$ cat config.mk
export PLATFORM = sky130hd
export DESIGN_NAME = multicore_energy
export DESIGN_NICKNAME = d
export VERILOG_FILES = /design/src/rtl/stream_pkg.sv /design/src/rtl/multicore_energy.sv /design/src/rtl/result_collector.sv /design/src/rtl/energy_core.sv /design/src/rtl/block_dispatcher.sv
export SDC_FILE = /design/constraint.sdc
export NUM_CORES = 2
export LEC_CHECK = 0
export BUFFER_PORTS_ARGS = -buffer_cell sky130_fd_sc_hd__buf_2
export CAP_MARGIN = 40
export CORE_MARGIN = 2
export CORE_UTILIZATION = 65
export DETAILED_ROUTE_END_ITERATION = 8
export MAX_ROUTING_LAYER = met4
export PLACE_DENSITY = 0.82
export RECOVER_POWER = 100
export SYNTH_ARGS = -nofsm -noshare
export SYNTH_HDL_FRONTEND = slang
export SYNTH_SLANG_ARGS = --single-unit
export TNS_END_PERCENT = 1
$ cat constraint.sdc
create_clock -name clk -period 9.1 [get_ports clk]
set_input_delay 0.455 -clock clk [delete_from_list [all_inputs] [get_ports clk]]
set_output_delay 0.455 -clock clk [all_outputs]
set_load 0.005 [all_outputs]
$ cat src/rtl/stream_pkg.sv
package stream_pkg;

	// Array sizing.
	localparam int NUM_CORES = 4;
	localparam int BLOCK_LEN = 4;

	// Datapath widths.
	localparam int SAMPLE_W = 16;

	// BLOCK_LEN squares of at most 2**30 each fit in 36 bits with room to spare.
	localparam int ACC_W = 36;

	// Derived index widths.
	localparam int CORE_ID_W = $clog2(NUM_CORES);
	localparam int SLOT_W = $clog2(BLOCK_LEN);
	localparam int STEP_W = $clog2(SAMPLE_W);

	// Signed input sample.
	typedef logic signed [SAMPLE_W-1:0] sample_t;

	// Unsigned magnitude of a sample; full scale -32768 maps to 32768.
	typedef logic [SAMPLE_W-1:0] mag_t;

	// Block energy, the sum of squares over one block.
	typedef logic [ACC_W-1:0] acc_t;

	// Index of a processing core.
	typedef logic [CORE_ID_W-1:0] core_id_t;

	// Position of a sample within its block.
	typedef logic [SLOT_W-1:0] slot_t;

	// Bit step of the serial squarer.
	typedef logic [STEP_W-1:0] step_t;

endpackage
$ cat src/rtl/multicore_energy.sv
`timescale 1ns/1ps

module multicore_energy (
	input  logic                 clk,
	input  logic                 arst_n,
	input  stream_pkg::sample_t  sample_in,
	output logic                 sample_take,
	output stream_pkg::acc_t     result,
	output logic                 result_valid,
	output stream_pkg::core_id_t result_core
);

	stream_pkg::sample_t                 core_sample;
	logic                                core_last;
	logic [stream_pkg::NUM_CORES-1:0]    core_load;
	logic [stream_pkg::NUM_CORES-1:0]    core_ready;
	logic [stream_pkg::NUM_CORES-1:0]    core_done;
	logic [stream_pkg::NUM_CORES-1:0]    core_collect;
	stream_pkg::acc_t                    core_result [stream_pkg::NUM_CORES];

	block_dispatcher dispatcher_i (
		.clk         (clk),
		.arst_n      (arst_n),
		.sample_in   (sample_in),
		.core_ready  (core_ready),
		.sample_take (sample_take),
		.core_sample (core_sample),
		.core_last   (core_last),
		.core_load   (core_load)
	);

	// Sample and last are shared; each core only acts on its own load bit.
	for (genvar i = 0; i < stream_pkg::NUM_CORES; i++) begin : g_core
		energy_core core_i (
			.clk     (clk),
			.arst_n  (arst_n),
			.sample  (core_sample),
			.load    (core_load[i]),
			.last    (core_last),
			.collect (core_collect[i]),
			.ready   (core_ready[i]),
			.done    (core_done[i]),
			.result  (core_result[i])
		);
	end

	result_collector collector_i (
		.clk          (clk),
		.arst_n       (arst_n),
		.core_done    (core_done),
		.core_result  (core_result),
		.core_collect (core_collect),
		.result       (result),
		.result_valid (result_valid),
		.result_core  (result_core)
	);

endmodule

$ cat src/rtl/result_collector.sv
`timescale 1ns/1ps

module result_collector (
	input  logic                                clk,
	input  logic                                arst_n,
	input  logic [stream_pkg::NUM_CORES-1:0]    core_done,
	input  stream_pkg::acc_t                    core_result [stream_pkg::NUM_CORES],
	output logic [stream_pkg::NUM_CORES-1:0]    core_collect,
	output stream_pkg::acc_t                    result,
	output logic                                result_valid,
	output stream_pkg::core_id_t                result_core
);

	stream_pkg::core_id_t ptr;
	logic                 take;

	assign take = core_done[ptr];

	always_ff @(posedge clk or negedge arst_n) begin
		if (!arst_n) begin
			ptr          <= '0;
			core_collect <= '0;
			result       <= '0;
			result_valid <= 1'b0;
			result_core  <= '0;
		end else begin
			core_collect <= '0;
			result_valid <= 1'b0;
			if (take) begin
				result            <= core_result[ptr];
				result_core       <= ptr;
				result_valid      <= 1'b1;
				core_collect[ptr] <= 1'b1;
				// Same order as the dispatcher, which keeps the results in block order.
				if (ptr == stream_pkg::core_id_t'(stream_pkg::NUM_CORES - 1)) begin
					ptr <= '0;
				end else begin
					ptr <= ptr + 1'b1;
				end
			end
		end
	end

endmodule

$ cat src/rtl/energy_core.sv
`timescale 1ns/1ps

module energy_core (
	input  logic                clk,
	input  logic                arst_n,
	input  stream_pkg::sample_t sample,
	input  logic                load,
	input  logic                last,
	input  logic                collect,
	output logic                ready,
	output logic                done,
	output stream_pkg::acc_t    result
);

	typedef enum logic [1:0] {
		st_idle,
		st_fill,
		st_square,
		st_hold
	} state_t;

	state_t               state;
	stream_pkg::sample_t  sample_buf [stream_pkg::BLOCK_LEN];
	stream_pkg::slot_t    wr_idx;
	stream_pkg::slot_t    rd_idx;
	stream_pkg::step_t    step;
	stream_pkg::acc_t     acc;
	stream_pkg::acc_t     mcand;
	stream_pkg::mag_t     mplier;
	logic                 step_end;
	logic                 sample_end;

	function automatic stream_pkg::mag_t magnitude(input stream_pkg::sample_t s);
		if (s[stream_pkg::SAMPLE_W-1]) begin
			return stream_pkg::mag_t'(-s);
		end
		return stream_pkg::mag_t'(s);
	endfunction

	assign ready  = (state == st_idle);
	assign done   = (state == st_hold);
	assign result = acc;

	assign step_end   = (step == stream_pkg::step_t'(stream_pkg::SAMPLE_W - 1));
	assign sample_end = (rd_idx == stream_pkg::slot_t'(stream_pkg::BLOCK_LEN - 1));

	// The dispatcher only addresses this core while it is idle or filling.
	always_ff @(posedge clk) begin
		if (load) begin
			sample_buf[wr_idx] <= sample;
		end
	end

	always_ff @(posedge clk or negedge arst_n) begin
		if (!arst_n) begin
			state  <= st_idle;
			wr_idx <= '0;
			rd_idx <= '0;
			step   <= '0;
			acc    <= '0;
			mcand  <= '0;
			mplier <= '0;
		end else begin
			case (state)
				st_idle: begin
					if (load) begin
						wr_idx <= wr_idx + 1'b1;
						state  <= st_fill;
					end
				end
				st_fill: begin
					if (load) begin
						wr_idx <= wr_idx + 1'b1;
						if (last) begin
							// Slot 0 was written on an earlier edge.
							wr_idx <= '0;
							rd_idx <= '0;
							step   <= '0;
							mcand  <= stream_pkg::acc_t'(magnitude(sample_buf[0]));
							mplier <= magnitude(sample_buf[0]);
							state  <= st_square;
						end
					end
				end
				st_square: begin
					// One partial product per cycle, LSB of the multiplier first.
					if (mplier[0]) begin
						acc <= acc + mcand;
					end
					mcand  <= mcand << 1;
					mplier <= mplier >> 1;
					step   <= step + 1'b1;
					if (step_end) begin
						if (sample_end) begin
							state <= st_hold;
						end else begin
							rd_idx <= rd_idx + 1'b1;
							mcand  <= stream_pkg::acc_t'(magnitude(sample_buf[rd_idx + 1'b1]));
							mplier <= magnitude(sample_buf[rd_idx + 1'b1]);
						end
					end
				end
				st_hold: begin
					if (collect) begin
						acc   <= '0;
						state <= st_idle;
					end
				end
				default: begin
					state <= st_idle;
				end
			endcase
		end
	end

endmodule

$ cat src/rtl/block_dispatcher.sv
`timescale 1ns/1ps

module block_dispatcher (
	input  logic                                clk,
	input  logic                                arst_n,
	input  stream_pkg::sample_t                 sample_in,
	input  logic [stream_pkg::NUM_CORES-1:0]    core_ready,
	output logic                                sample_take,
	output stream_pkg::sample_t                 core_sample,
	output logic                                core_last,
	output logic [stream_pkg::NUM_CORES-1:0]    core_load
);

	stream_pkg::core_id_t ptr;
	stream_pkg::slot_t    slot;
	logic                 busy;
	logic                 slot_end;

	// A block that has started always runs to its end without a gap.
	assign sample_take = busy || core_ready[ptr];

	assign slot_end = (slot == stream_pkg::slot_t'(stream_pkg::BLOCK_LEN - 1));

	// Samples go to the cores unregistered, so the load edge is the take edge.
	assign core_sample = sample_in;
	assign core_last   = sample_take && slot_end;

	always_comb begin
		core_load = '0;
		if (sample_take) begin
			core_load[ptr] = 1'b1;
		end
	end

	always_ff @(posedge clk or negedge arst_n) begin
		if (!arst_n) begin
			ptr  <= '0;
			slot <= '0;
			busy <= 1'b0;
		end else if (sample_take) begin
			if (slot_end) begin
				slot <= '0;
				busy <= 1'b0;
				// Round-robin, so the collector can follow the same order.
				if (ptr == stream_pkg::core_id_t'(stream_pkg::NUM_CORES - 1)) begin
					ptr <= '0;
				end else begin
					ptr <= ptr + 1'b1;
				end
			end else begin
				slot <= slot + 1'b1;
				busy <= 1'b1;
			end
		end
	end

endmodule

=== Word level (Yosys, flattened, before mapping) ===
Memory sizes are Yosys's and may differ from the RTL's.
Index checks and enable logic that the tools add are counted.

* Bitwise logic cells: 1
* Reductions and logical operators: 41
* Add/subtract/negate cells: 27
* Muxes and demuxes: 193
* Order comparisons: 5
* Eq/ne operators: 55

{| class="wikitable"
|+ Operators with widths
! operator !! number
|-
| two-way mux 36 bit || 26
|-
| one-hot mux 36 bit (2 select lines) || 8
|-
| two-way mux 16 bit || 32
|-
| adder 36 bit || 4
|-
| negator 16 bit || 8
|-
| one-hot mux 16 bit (2 select lines) || 4
|-
| two-way mux 2 bit || 49
|-
| binary-select mux 36 bit (select 2 bit) || 1
|-
| two-way mux 1 bit || 46
|-
| AND reduction 3 bit || 12
|-
| inequality test 2 x 1 -> 1 bit, second input constant || 16
|-
| inequality test 2 bit, second input constant || 16
|-
| one-hot mux 2 bit (2 select lines) || 8
|-
| one-hot mux 2 bit (4 select lines) || 4
|-
| one-hot mux 4 bit (2 select lines) || 4
|-
| == test 2 bit, second input constant || 15
|-
| two-way mux 4 bit || 7
|-
| AND reduction 6 bit || 4
|-
| nonzero test 2 bit || 12
|-
| adder 2 x 1 -> 2 bit, second input constant || 11
|-
| AND reduction 5 bit || 4
|-
| adder 4 x 1 -> 4 bit, second input constant || 4
|-
| == test 4 bit, second input constant || 4
|-
| == test 2 x 1 -> 1 bit, second input constant || 4
|-
| other kinds (10) || 19
|}

* Memories kept: 4
* Input port bits: 18
* Word-level logic and storage cells: 362
* Register bits: 442
* RAM bits: 256

{| class="wikitable"
|+ Memories
! memory !! depth !! bits a word !! read ports !! clocked after memory_dff !! write ports !! line !! source
|-
| g_core[0].core_i.sample_buf || 4 || 16 || 2 || 0 || 1 || energy_core.sv:23 || <nowiki>stream_pkg::sample_t sample_buf [stream_pkg::BLOCK_LEN];</nowiki>
|-
| g_core[1].core_i.sample_buf || 4 || 16 || 2 || 0 || 1 || energy_core.sv:23 ||
|-
| g_core[2].core_i.sample_buf || 4 || 16 || 2 || 0 || 1 || energy_core.sv:23 ||
|-
| g_core[3].core_i.sample_buf || 4 || 16 || 2 || 0 || 1 || energy_core.sv:23 ||
|}

=== Logic depth before layout (Yosys ltp) ===
* Depth after elaboration: 12
* Gate-level depth with buffers: 14
* Mapped depth without buffers: 12

=== Modules after synthesis ===
A second synthesis with hierarchy kept.

* Cells, all modules: 3,520
* Area total of the unflattened synthesis: 38,488.2 um2

{| class="wikitable"
|+ Modules (own cells, without submodules)
! module !! cells each !! sequential area each (um2) !! instances !! area an instance (um2)
|-
| energy_core at g_core[0].core_i ... || 799 || 4,374.2 || 2 || 8,705.8
|-
| energy_core at g_core[2].core_i || 853 || 4,374.2 || 1 || 8,987.4
|-
| energy_core at g_core[3].core_i || 867 || 4,374.2 || 1 || 8,837.2
|-
| result_collector || 154 || 1,126.1 || 1 || 2,756.4
|-
| block_dispatcher || 48 || 125.1 || 1 || 495.5
|}

=== Worst setup path before layout ===
OpenSTA, ideal clock, no wires.

* Path kind: register to register
* From: reg g_core[0].core_i.mcand[0]
* To: reg g_core[0].core_i.acc[32]
* Path buffers: 0
* Cell stages (with the launch flop): 13
* Setup time: 69 ps
* Setup slack: 5,682 ps
* Arrival time: 3,349 ps
* Cell sequence: dfrtp_1 > ha_1 > fa_1 > a211oi_2 > o211ai_1 > a41oi_2 > a31oi_1 > a221o_1 > a41o_4 > a211oi_4 > a21oi_2 > or4b_1 > nand3_1

* Longest elaborated chain between the ends: 3

{| class="wikitable"
|+ RTL lines
! item !! line !! source
|-
| start, declared || energy_core.sv:28 || <nowiki>stream_pkg::acc_t mcand;</nowiki>
|-
| start signal, assigned || energy_core.sv:79 || <nowiki>mcand <= stream_pkg::acc_t'(magnitude(sample_buf[0]));</nowiki>
|-
| start signal, assigned || energy_core.sv:90 || <nowiki>mcand <= mcand << 1;</nowiki>
|-
| start signal, assigned || energy_core.sv:98 || <nowiki>mcand <= stream_pkg::acc_t'(magnitude(sample_buf[rd_idx + 1'b1]));</nowiki>
|-
| adder 36 bit || energy_core.sv:88 || <nowiki>acc <= acc + mcand;</nowiki>
|-
| two-way mux 36 bit || energy_core.sv:87 || <nowiki>if (mplier[0]) begin</nowiki>
|-
| one-hot mux 36 bit (2 select lines) || energy_core.sv:64 || <nowiki>case (state)</nowiki>
|-
| end signal, assigned || energy_core.sv:88 ||
|-
| end, declared || energy_core.sv:27 || <nowiki>stream_pkg::acc_t acc;</nowiki>
|}

Every way passes these cells. The select of a mux whose other input is x is not followed.
A chain may end at the register's enable or synchronous reset.

=== Worst setup path after layout ===
* From: reg g_core[2].core_i.state[0]
* To: reg g_core[1].core_i.mplier[13]

* Longest elaborated chain between the ends: 7
* Elaborated cells on any way between the ends: 9
* Classes of those cells: eq/ne (2); mux (3); reduce/logical (4)

{| class="wikitable"
|+ RTL lines
! item !! line !! source
|-
| start, declared || energy_core.sv:22 || <nowiki>state_t state;</nowiki>
|-
| start signal, assigned || energy_core.sv:56 || <nowiki>state <= st_idle;</nowiki>
|-
| start signal, assigned || energy_core.sv:68 || <nowiki>state <= st_fill;</nowiki>
|-
| start signal, assigned || energy_core.sv:81 || <nowiki>state <= st_square;</nowiki>
|-
| logical NOT 2 bit * || energy_core.sv:40 || <nowiki>assign ready = (state == st_idle);</nowiki>
|-
| binary-select mux 1 bit (select 2 bit) * || block_dispatcher.sv:20 || <nowiki>assign sample_take = busy || core_ready[ptr];</nowiki>
|-
| two-way mux 1 bit (implied by the code) * || block_dispatcher.sv:20 ||
|-
| logical OR 1 bit * || block_dispatcher.sv:20 ||
|-
| two-way mux 4 bit / logical AND 1 bit (equally long branches) || block_dispatcher.sv:30, block_dispatcher.sv:26 ||
|-
| inequality test 2 bit (no source line) || - ||
|-
| AND reduction 3 bit (no source line) * || - ||
|-
| end signal, assigned || energy_core.sv:80 || <nowiki>mplier <= magnitude(sample_buf[0]);</nowiki>
|-
| end signal, assigned || energy_core.sv:91 || <nowiki>mplier <= mplier >> 1;</nowiki>
|-
| end signal, assigned || energy_core.sv:99 || <nowiki>mplier <= magnitude(sample_buf[rd_idx + 1'b1]);</nowiki>
|-
| end, declared || energy_core.sv:29 || <nowiki>stream_pkg::mag_t mplier;</nowiki>
|}

Mark *: on every way between the ends. The rest lies on a longest branch, timed or not. The select of a mux whose other input is x is not followed.

==> out/results.txt <==
Top-area cell type share of the netlist area: 28.8%
Syn nets: 3,885
Clk pwr share: 49.8%
Hold crit path type: in -> async
CP max FO: 74
Worst-path clk slew: 0.06 ns
Final period utilization: 66.7%
Die Y: 247 um
Count leader, synth: nand2_1
Top cells by count, synth: 530 x nand2_1, 442 x dfrtp_1, 288 x a21oi_1, 261 x nor2_1, 260 x o21ai_0
Final hold vios: 0
Mapped Area: 38,400 um^2
Final ANT Viol Nets: 0
Die ar.: 61,100 um^2
Critical Path End Type: flip-flop
Synth-to-Final Area Change: 9.50%
DRC violations left: 0
Fraction of registers with async set/reset: 63.3%
Post-Route WL: 97,200 um
Fin. max-slew vios: 825
Unique cell type count in the Yosys netlist: 83
First-pass GRT wire length: 154,000 um
CTS tree: done
Cells after synthesis: 3,666
Post-CTS setup buffers: 0
Clock root cell: clkbuf_16
Sequential standard cell area: 18,700 um^2
Multi-input gate area: 18,700 um^2
Final setup skew: 0.0275 ns
Internal power: 5260 uW
Number of global-route vias before repair: 27.8k
Static Leak: 0.0182 uW
Worst Path Required: 9.59 ns
Number of synthesized flops with an enable pin: 256
Initial antenna violation count: 0
Critical path data arrival time: 6.56 ns
Rows: 89
Placeable Area: 58,700 um^2
Power per cell area: 158 nW/um^2
Utilization after layout: 71.7%
# setup viols final: 0
Slew @ Worst Pin: 3.55 ns
Sw frac: 20.8%
IO Pins: 58
Final hold slack: 0.455 ns
Sequential fraction of the synthesis area: 48.8%
Ys flop type: dfrtp_1
Overall routing resource usage: 33.2%
Fillers: 4,085
Maximum clock frequency: 165 MHz
Vias per cell: 6.38
Sequential power share: 49.2%
Hold buffer count at cts: 1
Run status: finished with violations
Drt initial violations: 2,892
Peak VDD IR: 192 uV
DR pass1 iterations: 5
Layout cells sized above 1: 9.30%
Via count: 28.8k
Gr ovfl total: 0
Post-synthesis register bit count: 698
Final instance area: 42,100 um^2
Synth Warn #: 0
CTS Buf Count: 76
# Max-Cap Violations: 17
Drt wl/cell: 21.6 um
Top cells by area, synth: dfrtp_1 29%, edfxtp_1 20%, ha_1 6.4%, mux4_2 5.7%, nand2_1 5.2%
Die width: 247 um
Kind of critical path: reg -> reg
Post-synth top area cell: dfrtp_1
Failing checks: max-capacitance violations, max-slew violations
Placer Congestion: 0.957
Final HPWL from detailed placement: 67,600 um
Area of placed instances: 39,600 um^2
Cells after DPL: 4,366
Mean Syn Cell Area: 10.5 um^2
H-tree level count: 3
Net total in the final layout: 3,891
Post_cts resized: 0
Tmin final: 6.07 ns
I/O Buffers: 57
RSZ-0062 raised after global routing: false
Clock Latency Late Sink: 0.63 ns
Combinational power share: 1.1%
Fin cells: 4,507
CTS Buffer Depth: 3
Switching power: 1380 uW
Setup TNS: 0 ns
CP startpoint kind: flip-flop
Starting density of the core: 65.5%
Largest net degree at the start of global routing: 104
Worst slew margin: -137%
Clk sinks: 698
## per-layer routing
| layer | GRT usage (%) | wire (um) | vias up |
|---|---|---|---|
| met5 | - | 0 | - |
| met4 | 15.4 | 4830 | 0 |
| met3 | 4.98 | 6510 | 237 |
| met2 | 51.5 | 45600 | 979 |
| met1 | 43.5 | 40200 | 14100 |
| li1 | - | - | 13400 |
## flip-flops by register name (all words and copies together) (netlist names)
register and flops:
collector_i.result_core 2, dispatcher_i.ptr 2, g_core.core_i.result 144, g_core.core_i.mplier 64, g_core.core_i.wr_idx 8, g_core.core_i.sample_buf 256
g_core.core_i.mcand 144, collector_i.ptr 2, collector_i.core_collect 4, dispatcher_i.slot 2, g_core.core_i.state 8, collector_i.result_valid 1
collector_i.result 36, g_core.core_i.rd_idx 8, dispatcher_i.busy 1, g_core.core_i.step 16
## per-stage QoR
step	worst slack (ns)	total power [uW]
global route	2.43	6810
CTS	4.96	6680
detailed placement	5.02	3400
global placement	5.09	3390
finish	3.03	6630
floorplan	5.68	3320
## cell usage in the layout, fill, tap and decap left out, types with 12 or more instances in the layout
| master | n |
|---|---|
| a211oi_1 | 16 |
| a21o_1 | 85 |
| a21oi_1 | 288 |
| a221oi_1 | 41 |
| a22o_1 | 46 |
| a31oi_1 | 41 |
| and3_1 | 32 |
| buf_4 | 17 |
| clkbuf_1 | 75 |
| clkbuf_16 | 79 |
| clkbuf_8 | 13 |
| dfrtp_1 | 442 |
| edfxtp_1 | 256 |
| ha_1 | 197 |
| inv_1 | 87 |
| mux2_2 | 51 |
| mux2i_1 | 21 |
| mux4_2 | 97 |
| nand2_1 | 530 |
| nand2b_1 | 22 |
| nand3_1 | 89 |
| nand4_1 | 23 |
| nor2_1 | 258 |
| nor2b_1 | 24 |
| nor3_1 | 59 |
| o211ai_1 | 14 |
| o21a_1 | 31 |
| o21ai_0 | 263 |
| o21bai_1 | 22 |
| o221ai_1 | 12 |
| o31ai_1 | 38 |
| or3_1 | 13 |
| or4_1 | 15 |
| xnor2_1 | 123 |
| xor2_1 | 100 |
## worst max-delay path: stages, from the launching register on
cell      delay, ns
dfrtp_1        0.41
inv_1          0.10
ha_1           0.30
mux4_2         0.27
nor2_1         0.07
inv_1          0.57
nand2_1        0.45
nor2_1         0.48
mux2_2         0.24
clkbuf_1       2.12
o21ai_0        0.41
a21oi_1        0.34
a21oi_1        0.11
## worst paths after layout
check	startpoint	to	slack [ns]	cells after the start
worst min-delay path	arst_n	g_core[2].core_i.mcand[32]$_DFFE_PN0P_	0.46	2
worst max-delay path	g_core[2].core_i.state[0]$_DFFE_PN0P_	g_core[1].core_i.mplier[13]$_DFFE_PN0P_	3.03	12
max in group asynchronous	arst_n	g_core[1].core_i.result[8]$_DFFE_PN0P_	3.51	4
worst max register to register	g_core[2].core_i.state[0]$_DFFE_PN0P_	g_core[1].core_i.mplier[13]$_DFFE_PN0P_	3.03	12
worst min register to register	g_core[2].core_i.mcand[35]$_DFFE_PN0P_	g_core[2].core_i.mcand[35]$_DFFE_PN0P_	0.50	2
min in group clk	g_core[2].core_i.mcand[35]$_DFFE_PN0P_	g_core[2].core_i.mcand[35]$_DFFE_PN0P_	0.50	2
## area by class of cell
type | instances | share of cell area [%]
well taps | 773 | 2.30
inverters | 87 | 0.776
multi-input cells | 2705 | 44.5
flip-flops and latches | 698 | 44.6
clock inverters | 38 | 1.17
diodes | 1 | 0.00595
repair buffers | 104 | 1.47
clock buffers | 101 | 5.21
## cells by family after synthesis
family	synth area share, %
compound gates	16.1
xor+xnor	5.08
fa+ha+maj	6.62
buf+inv	2.60
flops	48.8
mux	7.81
simple gates	13.0
## power groups by stage
stage | clock [uW] | combinational, uW | sequential [uW]
global placement | 0 | 69.8 | 3320
CTS | 3340 | 76.1 | 3260
finish | 3300 | 69.7 | 3260
floorplan | 0 | 0.00877 | 3320
detailed placement | 0 | 75.5 | 3320
global route | 3470 | 79.4 | 3260
Power figures use the tool's default switching activity.
